**src/verilog/cpu_pkg.sv**
```systemverilog
// Shared widths, opcodes and request structs; data, address and registers are all DATA_W wide
`default_nettype none

package cpu_pkg;

    localparam int DATA_W = 8;
    localparam int CC_W   = 16;

    localparam logic [DATA_W-1:0] RESET_PC = 8'd33;

    // Power-on register values, index i holds r<i>
    localparam logic [3:0][DATA_W-1:0] REG_INIT = {8'd11, 8'd12, 8'd1, 8'd0};

    typedef logic [1:0] reg_idx_t;

    typedef enum logic [3:0] {
        SYS   = 4'b0000,
        ADD   = 4'b0001,
        ADDI  = 4'b0010,
        SUB   = 4'b0011,
        NEG   = 4'b0110,
        BGEZ0 = 4'b1000,
        BGEZ1 = 4'b1001,
        MOVE  = 4'b1010,
        STORE = 4'b1011,
        LOAD  = 4'b1100,
        LOADI = 4'b1101,
        JUMP  = 4'b1110
    } opcode_t;

    // Low nibble of the SYS group, anything else is a NOP
    localparam logic [3:0] SYS_NOP   = 4'b0000;
    localparam logic [3:0] SYS_SLEEP = 4'b0011;
    localparam logic [3:0] SYS_HALT  = 4'b1111;

    typedef enum logic [1:0] {
        ALU_ADD = 2'd0,
        ALU_SUB = 2'd1,
        ALU_NEG = 2'd3
    } alu_op_t;

    typedef struct packed {
        logic              valid;
        alu_op_t           op;
        logic [DATA_W-1:0] a;
        logic [DATA_W-1:0] b;
    } alu_req_t;

    // Shared by core and host side of the memory
    typedef struct packed {
        logic              valid;
        logic              write;
        logic [DATA_W-1:0] addr;
        logic [DATA_W-1:0] wdata;
    } mem_req_t;

    typedef struct packed {
        logic              en;
        reg_idx_t          idx;
        logic [DATA_W-1:0] data;
    } reg_wr_t;

endpackage

`default_nettype wire

```
**src/verilog/cpu_regfile.sv**
```systemverilog
// Four registers r0..r3 with combinational reads; a same-cycle write shows up after the edge
`default_nettype none

module cpu_regfile (
    input  logic                         clk,
    input  logic                         rst_n,
    input  cpu_pkg::reg_idx_t            sel_a,
    input  cpu_pkg::reg_idx_t            sel_b,
    input  cpu_pkg::reg_wr_t             wr,
    output logic [cpu_pkg::DATA_W-1:0]   rd_a,
    output logic [cpu_pkg::DATA_W-1:0]   rd_b,
    output logic [cpu_pkg::DATA_W-1:0]   r0_val,
    output logic [cpu_pkg::DATA_W-1:0]   r3_val
);
    import cpu_pkg::*;

    logic [3:0][DATA_W-1:0] regs;

    always_ff @(posedge clk or negedge rst_n) begin
        if (!rst_n) begin
            regs <= REG_INIT;
        end else if (wr.en) begin
            regs[wr.idx] <= wr.data;
        end
    end

    assign rd_a   = regs[sel_a];
    assign rd_b   = regs[sel_b];

    // Fixed taps for branch test, SLEEP count and LOAD page
    assign r0_val = regs[0];
    assign r3_val = regs[3];

endmodule

`default_nettype wire

```
**src/verilog/cpu_sequencer.sv**
```systemverilog
// Fetch/execute FSM; relies on ALU and memory answering exactly one cycle after each request
`default_nettype none

module cpu_sequencer (
    input  logic                         clk,
    input  logic                         rst_n,
    input  logic                         en,
    input  logic [cpu_pkg::DATA_W-1:0]   rd_a,
    input  logic [cpu_pkg::DATA_W-1:0]   rd_b,
    input  logic [cpu_pkg::DATA_W-1:0]   r0_val,
    input  logic [cpu_pkg::DATA_W-1:0]   r3_val,
    input  logic [cpu_pkg::DATA_W-1:0]   alu_result,
    input  logic                         alu_done,
    input  logic [cpu_pkg::DATA_W-1:0]   mem_rdata,
    input  logic                         mem_done,
    output cpu_pkg::alu_req_t            alu_req,
    output cpu_pkg::mem_req_t            core_req,
    output cpu_pkg::reg_wr_t             reg_wr,
    output cpu_pkg::reg_idx_t            sel_a,
    output cpu_pkg::reg_idx_t            sel_b,
    output logic                         running,
    output logic                         halt,
    output logic [cpu_pkg::CC_W-1:0]     cc
);
    import cpu_pkg::*;

    typedef enum logic [2:0] {IDLE, FETCH, EXEC, WAIT, HALTED} state_t;

    state_t            state;
    logic              fetch_wait;  // Second fetch cycle
    logic [DATA_W-1:0] pc;
    logic [DATA_W-1:0] ir;
    logic [DATA_W-1:0] sleep_cnt;
    logic [DATA_W-1:0] pc_next;
    logic [DATA_W-1:0] imm;
    logic [DATA_W-1:0] load_addr;
    logic [DATA_W-1:0] branch_addr;
    opcode_t           opcode;
    logic              is_sleep;
    logic              is_halt;
    logic              retire;

    assign opcode      = opcode_t'(ir[7:4]);
    assign sel_a       = ir[3:2];
    assign sel_b       = ir[1:0];
    assign imm         = {{(DATA_W-2){1'b0}}, ir[1:0]};
    assign load_addr   = {2'b00, r3_val[1:0], ir[3:0]};
    assign branch_addr = {2'b00, ir[4], ir[3:0], 1'b0};  // ir[4] picks the upper half
    assign running     = (state == FETCH) || (state == EXEC) || (state == WAIT);

    always_comb begin
        is_sleep = 1'b0;
        is_halt  = 1'b0;
        if (opcode == SYS) begin
            case (ir[3:0])
                SYS_SLEEP: is_sleep = 1'b1;
                SYS_HALT:  is_halt  = 1'b1;
                SYS_NOP:   ;
                default:   ;
            endcase
        end
    end

    // Requests and register writeback
    always_comb begin
        alu_req  = '0;
        core_req = '0;
        reg_wr   = '0;
        case (state)
            FETCH: begin
                core_req.valid = !fetch_wait;
                core_req.addr  = pc;
            end
            EXEC: begin
                case (opcode)
                    ADD, SUB, NEG: begin
                        alu_req.valid = 1'b1;
                        alu_req.op    = (opcode == ADD) ? ALU_ADD :
                                        (opcode == SUB) ? ALU_SUB : ALU_NEG;
                        alu_req.a     = rd_a;
                        alu_req.b     = rd_b;
                    end
                    STORE: begin
                        core_req.valid = 1'b1;
                        core_req.write = 1'b1;
                        core_req.addr  = rd_a;
                        core_req.wdata = rd_b;
                    end
                    LOAD: begin
                        core_req.valid = 1'b1;
                        core_req.addr  = load_addr;
                    end
                    ADDI:  reg_wr = '{en: 1'b1, idx: sel_a, data: rd_a + imm};
                    LOADI: reg_wr = '{en: 1'b1, idx: sel_a, data: imm};
                    MOVE:  reg_wr = '{en: 1'b1, idx: sel_a, data: rd_b};
                    JUMP:  reg_wr = '{en: 1'b1, idx: 2'd3, data: pc + 8'd1};  // Link
                    default: ;
                endcase
            end
            WAIT: begin
                if (alu_done) begin
                    reg_wr = '{en: 1'b1, idx: 2'd0, data: alu_result};
                end else if (mem_done && opcode == LOAD) begin
                    reg_wr = '{en: 1'b1, idx: 2'd0, data: mem_rdata};
                end
            end
            default: ;
        endcase
    end

    always_comb begin
        retire = 1'b0;
        case (state)
            EXEC: retire = !(opcode inside {ADD, SUB, NEG, LOAD, STORE}) &&
                           !(is_sleep && r0_val != '0);
            WAIT: retire = alu_done || mem_done || (is_sleep && sleep_cnt == 8'd1);
            default: ;
        endcase
    end

    always_comb begin
        pc_next = pc + 8'd1;
        if (state == EXEC) begin
            case (opcode)
                BGEZ0, BGEZ1: if (!r0_val[DATA_W-1]) pc_next = branch_addr;
                JUMP:         pc_next = rd_a;
                default: ;
            endcase
        end
    end

    always_ff @(posedge clk or negedge rst_n) begin
        if (!rst_n) begin
            state      <= IDLE;
            fetch_wait <= 1'b0;
            pc         <= RESET_PC;
            ir         <= '0;
            cc         <= '0;
            halt       <= 1'b0;
        end else begin
            case (state)
                IDLE: if (en) begin
                    pc    <= RESET_PC;
                    state <= FETCH;
                end
                FETCH: begin
                    fetch_wait <= !fetch_wait;
                    if (fetch_wait) begin
                        ir    <= mem_rdata;
                        state <= EXEC;
                    end
                end
                EXEC: state <= WAIT;  // Overridden below on a one-cycle retire
                default: ;
            endcase
            if (retire) begin
                cc <= cc + 1'b1;
                pc <= pc_next;
                if (is_halt) begin
                    halt  <= 1'b1;
                    state <= HALTED;
                end else begin
                    state <= FETCH;
                end
            end
        end
    end

    // SLEEP countdown, r0 taken unsigned
    always_ff @(posedge clk) begin
        if (state == EXEC) begin
            sleep_cnt <= r0_val;
        end else if (state == WAIT) begin
            sleep_cnt <= sleep_cnt - 8'd1;
        end
    end

    a_halt_sticky: assert property (@(posedge clk) disable iff (!rst_n) halt |=> halt)
        else $error("halt fell without reset");

    a_one_request: assert property (@(posedge clk) disable iff (!rst_n)
        !(alu_req.valid && core_req.valid))
        else $error("ALU and memory requested together");

endmodule

`default_nettype wire

```
**src/verilog/cpu_top.sv**
```systemverilog
// Core top level; host_req is only served while the core is idle or halted, never mid-run
`default_nettype none

module cpu_top (
    input  logic                         clk,
    input  logic                         rst_n,
    input  logic                         en,
    input  cpu_pkg::mem_req_t            host_req,
    output logic [cpu_pkg::DATA_W-1:0]   host_rdata,
    output logic                         host_done,
    output logic                         halt,
    output logic [cpu_pkg::CC_W-1:0]     cc
);
    import cpu_pkg::*;

    alu_req_t          alu_req;
    mem_req_t          core_req;
    reg_wr_t           reg_wr;
    reg_idx_t          sel_a;
    reg_idx_t          sel_b;
    logic [DATA_W-1:0] rd_a;
    logic [DATA_W-1:0] rd_b;
    logic [DATA_W-1:0] r0_val;
    logic [DATA_W-1:0] r3_val;
    logic [DATA_W-1:0] alu_result;
    logic [DATA_W-1:0] core_rdata;
    logic              alu_done;
    logic              core_done;
    logic              running;

    cpu_sequencer i_cpu_sequencer (
        .clk        (clk),
        .rst_n      (rst_n),
        .en         (en),
        .rd_a       (rd_a),
        .rd_b       (rd_b),
        .r0_val     (r0_val),
        .r3_val     (r3_val),
        .alu_result (alu_result),
        .alu_done   (alu_done),
        .mem_rdata  (core_rdata),
        .mem_done   (core_done),
        .alu_req    (alu_req),
        .core_req   (core_req),
        .reg_wr     (reg_wr),
        .sel_a      (sel_a),
        .sel_b      (sel_b),
        .running    (running),
        .halt       (halt),
        .cc         (cc)
    );

    cpu_regfile i_cpu_regfile (
        .clk    (clk),
        .rst_n  (rst_n),
        .sel_a  (sel_a),
        .sel_b  (sel_b),
        .wr     (reg_wr),
        .rd_a   (rd_a),
        .rd_b   (rd_b),
        .r0_val (r0_val),
        .r3_val (r3_val)
    );

    r0_alu i_r0_alu (
        .clk    (clk),
        .rst_n  (rst_n),
        .req    (alu_req),
        .result (alu_result),
        .done   (alu_done)
    );

    mem_controller i_mem_controller (
        .clk        (clk),
        .rst_n      (rst_n),
        .running    (running),
        .core_req   (core_req),
        .host_req   (host_req),
        .core_rdata (core_rdata),
        .host_rdata (host_rdata),
        .core_done  (core_done),
        .host_done  (host_done)
    );

endmodule

`default_nettype wire

```
**src/verilog/mem_controller.sv**
```systemverilog
// 256x8 single-port RAM, registered read returning old data on a write; host only when not running
`default_nettype none

module mem_controller (
    input  logic                         clk,
    input  logic                         rst_n,
    input  logic                         running,
    input  cpu_pkg::mem_req_t            core_req,
    input  cpu_pkg::mem_req_t            host_req,
    output logic [cpu_pkg::DATA_W-1:0]   core_rdata,
    output logic [cpu_pkg::DATA_W-1:0]   host_rdata,
    output logic                         core_done,
    output logic                         host_done
);
    import cpu_pkg::*;

    logic [DATA_W-1:0] mem [2**DATA_W];
    logic [DATA_W-1:0] rdata_q;
    mem_req_t          req;

    // Port owner follows the run state
    assign req = running ? core_req : host_req;

    always_ff @(posedge clk) begin
        if (req.valid) begin
            if (req.write) begin
                mem[req.addr] <= req.wdata;
            end
            rdata_q <= mem[req.addr];
        end
    end

    always_ff @(posedge clk or negedge rst_n) begin
        if (!rst_n) begin
            core_done <= 1'b0;
            host_done <= 1'b0;
        end else begin
            core_done <= running && core_req.valid;
            host_done <= !running && host_req.valid;
        end
    end

    // Only one side is ever waiting
    assign core_rdata = rdata_q;
    assign host_rdata = rdata_q;

    a_no_host_while_running: assert property (@(posedge clk) disable iff (!rst_n)
        !(running && host_req.valid))
        else $error("host access while the core is running");

endmodule

`default_nettype wire

```
**src/verilog/r0_alu.sv**
```systemverilog
// Registered r0 arithmetic, wraps modulo 256; result holds until the next valid request
`default_nettype none

module r0_alu (
    input  logic                         clk,
    input  logic                         rst_n,
    input  cpu_pkg::alu_req_t            req,
    output logic [cpu_pkg::DATA_W-1:0]   result,
    output logic                         done
);
    import cpu_pkg::*;

    always_ff @(posedge clk) begin
        if (req.valid) begin
            case (req.op)
                ALU_ADD: result <= req.a + req.b;
                ALU_SUB: result <= req.a - req.b;
                ALU_NEG: result <= -req.a;  // Two's complement of r[a]
                default: result <= req.a;
            endcase
        end
    end

    always_ff @(posedge clk or negedge rst_n) begin
        if (!rst_n) begin
            done <= 1'b0;
        end else begin
            done <= req.valid;
        end
    end

    a_done_after_req: assert property (@(posedge clk) disable iff (!rst_n)
        done |-> $past(req.valid))
        else $error("ALU done without a request");

endmodule

`default_nettype wire
```
**config.mk**
```make
export PLATFORM = sky130hd
export DESIGN_NAME = cpu_top
export DESIGN_NICKNAME = d
export VERILOG_FILES = /design/src/verilog/cpu_pkg.sv /design/src/verilog/cpu_regfile.sv /design/src/verilog/cpu_sequencer.sv /design/src/verilog/cpu_top.sv /design/src/verilog/mem_controller.sv /design/src/verilog/r0_alu.sv
export SDC_FILE = /design/constraint.sdc
export NUM_CORES = 2
export LEC_CHECK = 0
export ABC_AREA = 1
export BUFFER_PORTS_ARGS = -buffer_cell sky130_fd_sc_hd__buf_2
export CAP_MARGIN = 20
export CORE_ASPECT_RATIO = 1.25
export CORE_MARGIN = 3
export CORE_UTILIZATION = 50
export CTS_CLUSTER_DIAMETER = 60
export CTS_CLUSTER_SIZE = 14
export DETAILED_ROUTE_END_ITERATION = 12
export MAX_ROUTING_LAYER = met4
export PLACE_DENSITY = 0.68
export SLEW_MARGIN = 20
export SYNTH_ARGS = -nofsm -noshare
export SYNTH_HDL_FRONTEND = slang
export SYNTH_SLANG_ARGS = --single-unit
```
**constraint.sdc**
```tcl
create_clock -name clk -period 14.12 [get_ports clk]
set_clock_uncertainty 0.15 [all_clocks]
set_input_delay 1.412 -clock clk [delete_from_list [all_inputs] [get_ports clk]]
set_output_delay 1.412 -clock clk [all_outputs]
set_load 0.05 [all_outputs]
```
Yosys cells after proc, flatten, opt, wreduce, memory -nomap -nowiden
Memory sizes are Yosys's and may differ from the RTL's. A register that Yosys moved wholly into a read port is not among the register bits.
Cells that the tools add are included.

storage, ports and cells
  bits in registers = 88
  memory bits (writable) = 2048
  bits of input ports = 21
  output and inout bits = 26
  word-level logic and storage cells = 125
  memories kept = 1

operators by class
  add/subtract/negate cells = 7
  $lt $le $gt $ge = 4
  eq/ne operators = 21
  muxes and demuxes = 46
  reduce and logical (&&, ||, !) cells = 31

memories
  name                  words  bits a word  rd ports  clocked after memory_dff  wr ports  line                  source
  i_mem_controller.mem  256    8            1         1                         1         mem_controller.sv:17  logic [DATA_W-1:0] mem [2**DATA_W];

operators by type and width
  operator               number
  $mux 8                 12
  $pmux 8 s2             3
  $pmux 11 s4            1
  $mux 19                2
  $bmux 8 s2             2
  $bwmux 32              1
  $eq 4x4->1 const B     8
  $pmux 8 s3             1
  $mux 11                2
  $pmux 11 s2            1
  $mux 18                1
  $add 16x1->16 const B  1
  $demux 8 s2            1
  $eq 4x2->1 const B     3
  $mux 3                 4
  $mux 1                 10
  $lt 2x3->1 const B     3
  $pmux 3 s3             1
  $add 8x1->8 const B    1
  $add 8x2->8            1
  $add 8x8->8            1
  $eq 8x1->1 const B     1
  $neg 8->8              1
  $reduce_bool 8->1      1
  26 further kinds       46

Depth between registers and ports, before layout
  word-level depth = 10
  depth in mapped cells = 27

Modules after synthesis
Synthesis repeated with hierarchy kept, for this count alone.

unflattened totals
  cells, all modules = 9327
  area, all modules = 93417.1 µm²

by module, submodules not included
  module          times used  cells an instance  area each (µm²)  sequential area each (µm²)
  mem_controller  1           8307               86578.0          61789.3
  cpu_sequencer   1           556                3583.4           1168.6
  cpu_regfile     1           313                2182.1           808.3
  r0_alu          1           151                1073.5           265.3

Least setup slack after synthesis
No wires, ideal clock.

  path type = reg-to-reg
  start point = register i_cpu_sequencer.ir[0]
  end point = memory i_mem_controller.mem[0][6] (data pin)
  library setup time = 2.187 ns
  arrival = 11.360 ns
  required time = 11.783 ns
  path slack = 0.422 ns
  cell stages (with the launch flop) = 8
  buffers on the path = 3
  path through = dfrtp_1 -> clkbuf_1 -> clkbuf_1 -> clkbuf_1 -> nand2_1 -> o211ai_1 -> nand2_1 -> o21ai_0

RTL lines
  item                      line                  source
  start: declaration        cpu_sequencer.sv:32   logic [DATA_W-1:0] ir;
  start signal: assignment  cpu_sequencer.sv:149  ir <= mem_rdata;
  end: declaration          mem_controller.sv:17

Final worst setup path
  start point = register i_cpu_sequencer.state[1]
  end point = register i_mem_controller.rdata_q[7] (netlist: i_mem_controller.core_rdata[7]), read port of i_mem_controller.mem (data pin)

on the way
  word-level cells in the longest chain between the ends = 4
  elaborated cells on any way between the ends = 8

RTL lines
  item                                                                line                  source
  start: declaration                                                  cpu_sequencer.sv:29   state_t state;
  start signal: assignment                                            cpu_sequencer.sv:134  state <= IDLE;
  start signal: assignment                                            cpu_sequencer.sv:144  state <= FETCH;
  start signal: assignment                                            cpu_sequencer.sv:150  state <= EXEC;
  parallel branches: the longest is 3 deep, another holds $pmux 8 s2  -
  $mux 18 (*)                                                         mem_controller.sv:22  assign req = running ? core_req : host_req;
  end: declaration                                                    mem_controller.sv:18  logic [DATA_W-1:0] rdata_q;

Mark *: on every way between the ends.
A chain may end at the register's enable or synchronous reset.

==> results.toml <==
[setup_path]
critPathLaunchType = "flop"
critPathKind = "reg2reg"
path_delay_family = "buffers and inverters"
path_depth = 22
slowest_delay_ps = 860
critPathRequiredTime_ps = 14680
crit_path_frequent_cell = "nand2_1"
worst_ep_arrival_time_ps = 8230
crit_fanout = 157
crit_path_top_delay_cell = "buf_4"
rr_worst_depth = 22
cp_num_buf_inv = 6
path_cells = "inv_2, nor2_2, inv_2, nand2_1, or2_4, nand2_8, inv_8, buf_12, buf_4, buf_4, nand2_1, nand2_1, nand2_1, nand2_1, nand2_1, nand2_1, nor2_1, nor2_1, nor2_1, nand2_1, a21oi_1, nand2_1"
worst_setup_path_end_kind = "flop"

[detailed_routing]
wl_per_cell_um = 22.79
drt_iter0_markers = 7298
postRouteAntennaNets = 0
first_pass_iters = 8
viasPerCell = 5.642
drc_errors = 0
drt_wl_total_mm = 263.0
num_vias = 65100

[synth]
synthArstFlopShare_pct = 3.358
synth.yosys.seq_area_share_pct = 69.12
synthTopCellsByArea = "edfxtp_1, nand2_1, nor2_1"
ys.flop_type = "edfxtp_1"
synth.avg_cell_area_um2 = 10.00
synth_area_um2 = 92640
postSynthCellCount = 9261
ys_seq_elements = 2144
ys_types = 56
netlist.area_leader.share_pct = 67.17
synth_top_area_cell = "edfxtp_1"
yosys-top-cells-count = "nand2_1, edfxtp_1, nor2_1"
synth.yosys.warnings = 0
yosysMostFrequentCell = "nand2_1"
synth_edf_count = 2072
synth_fp_nets = 9299

[place]
dp.cells = 11320
dp_hpwl_mm = 149.1
placement.io_buffers = 46
place_ws_ps = 6614
place_congestion = 0.9399

[floorplanning]
pin_count = 47
die_w_um = 391.0
die-height_um = 487.2
dieArea_um2 = 190500
rows = 176
initial_utilization_pct = 50.32
core_um2 = 184100

[sta]
hold-worst-slack_ps = 324.9
slew_violations = 0
hold_viol = 0
finalCritPeriodShare_pct = 54.36
clock.fmax_mhz = 130.3
max_slew_margin_pct = 20.84
worst_pin_slew_ps = 1183
rsz0062_at_grt = "false"
layout_setup_ws_ps = 6444
finalSetupViolCount = 0
fin_setup_tns_ps = 0
finalWorstPathRequiredPeriod_ps = 7676

[finish]
syn_to_final_growth_pct = 7.436
fill_cells = 15730
top_regs = "i_mem_controller.mem (2048), i_cpu_regfile.regs (16), i_cpu_sequencer.cc (16)"
final_nets = 9128
instances_no_fill = 11540
layout-drive-gt1-share_pct = 4.646
top_register = "i_mem_controller.mem"
largest_register_ffs = 2048
final_util_pct = 54.06

[power_and_ir_drop]
p_leak_uw = 0.03561
power_density_nw_per_um2 = 113.7
ir_drop_uv = 78.32

[clocking]
cts_max_path_buffers = 3
cts_sinks = 2144
ctsHoldBuffers = 0
clkSlewWorstSetupHoldPaths_ps = 70
postCtsResizedCells = 0
cts_root_buf = "clkbuf_16"
cts_buffers = 175
htree_levels = 4
cts_setup_buffers = 0
clk_latency_ps = 830
tritoncts = "yes"

[global_route]
grt_pass1_vias = 62990
grt_first_pass_wirelength_mm = 394.0
grt_max_degree = 197
antenna_found_initial = 5
grt_usage_pct = 28.21
grt-ovfl-total = 0

[hold_path]
whs_path_depth = 1
worst_hold_path_type = "reg2reg"

[run_status]
status = "finished, final reports clean"

[flow_run]
maxCapViolCount = 0
==> power by group <==
group / switching (uW) / total [uW] / leakage, uW / internal, uW
sequential: 0 / 6860 / 0.0152 / 6860
clock: 2180 / 4450 / 0.00233 / 2270
combinational: 5.80 / 7.99 / 0.0181 / 2.17
total: 2190 / 11300 / 0.0356 / 9130
==> layout by cell type, fill, tap and decap left out, types with 4 or more instances in the layout <==
cell type,synthesis,layout
a31oi_1,5,5
or2_2,5,5
nor2_4,1,4
nand3_1,345,341
dfrtp_1,64,64
nor3_1,7,7
inv_6,0,8
o211ai_1,12,12
o21ai_0,94,88
a21oi_1,41,41
nand4_1,12,12
nand2_1,5218,5210
nor2_2,5,9
diode_2,0,9
o21ai_1,98,98
inv_1,113,113
xnor2_1,19,19
mux2_2,10,10
o21ai_4,0,7
nand2_2,6,13
clkbuf_16,0,179
clkinv_1,2,5
nor2_1,534,527
buf_12,0,11
xor2_1,15,15
nand3_2,1,4
buf_4,15,82
o221ai_1,7,7
buf_2,239,46
clkbuf_1,199,12
a22o_1,6,4
o22ai_1,15,15
dfstp_2,8,8
inv_2,13,11
edfxtp_1,2072,2072
ha_1,15,15
==> cell type report <==
type                       instances  area (um^2)  area share, %
clock buffer                     191         4524          4.546
tap                             2403         3007          3.021
sequential                      2144        64030          64.34
timing repair buffer             142         1100          1.105
inverter                         128        493.0         0.4953
multi-input combinational       6499        26110          26.24
antenna                            9        22.52        0.02263
clock inverter                    22        234.0         0.2351
==> worst register-to-register path: stages (launching register included) <==
cell and delay (ps):
dfrtp_1 420, inv_2 80, nor2_2 440, inv_2 140, nand2_1 420, or2_4 660
nand2_8 550, inv_8 880, buf_12 680, buf_4 1010, buf_4 860, nand2_1 240
nand2_1 130, nand2_1 60, nand2_1 100, nand2_1 50, nand2_1 140, nor2_1 60
nor2_1 220, nor2_1 110, nand2_1 80, a21oi_1 40, nand2_1 70
==> metal layers <==
layer	share of wire (%)	wire length (um)	track usage [%]	up-vias
met5	0	0	-	-
met4	5.1	13420	13.34	0
met3	8.8	23040	4.300	592
met2	48	126100	44.89	3172
met1	38	100400	35.74	31460
li1	-	-	-	29870
==> cell families (layout without fill, tap and decap cells) <==
logic type                 Yosys count  count (layout)  synth area share (%)
and+or+nand+nor                   6143            6143                 25.50
DFF                               2144            2144                 69.12
buffers and inverters              618             483                 2.912
AOI/OAI and AO/OA                  295             295                 1.775
xor gates and xnor gates            34              34                0.3215
adders and majority gates           17              17                0.2458
muxes                               10              10                0.1216
other                                0               9                     0
==> stage by stage <==
stage | total power, uW | instance area [um^2]
6_report | 11320 | 99520
3_3_place_gp | 7010 | 94710
5_1_grt | 11580 | 99500
4_1_cts | 11350 | 99490
3_5_place_dp | 7010 | 94730
2_1_floorplan | 7002 | 92640
==> path summary, 6_finish.rpt <==
kind	from	endpoint	slack (ps)
max in group asynchronous	rst_n	i_cpu_sequencer.cc[10]	12530
setup / recovery	i_cpu_sequencer.state[1]	i_mem_controller.core_rdata[7]	6440
min in group asynchronous	rst_n	i_cpu_regfile.r0_val[7]	650
hold reg to reg	i_cpu_sequencer.cc[15]	i_cpu_sequencer.cc[15]	320
hold / removal	i_cpu_sequencer.cc[15]	i_cpu_sequencer.cc[15]	320
setup reg to reg	i_cpu_sequencer.state[1]	i_mem_controller.core_rdata[7]	6440
Note: power is estimated with default switching activity, not from simulation.
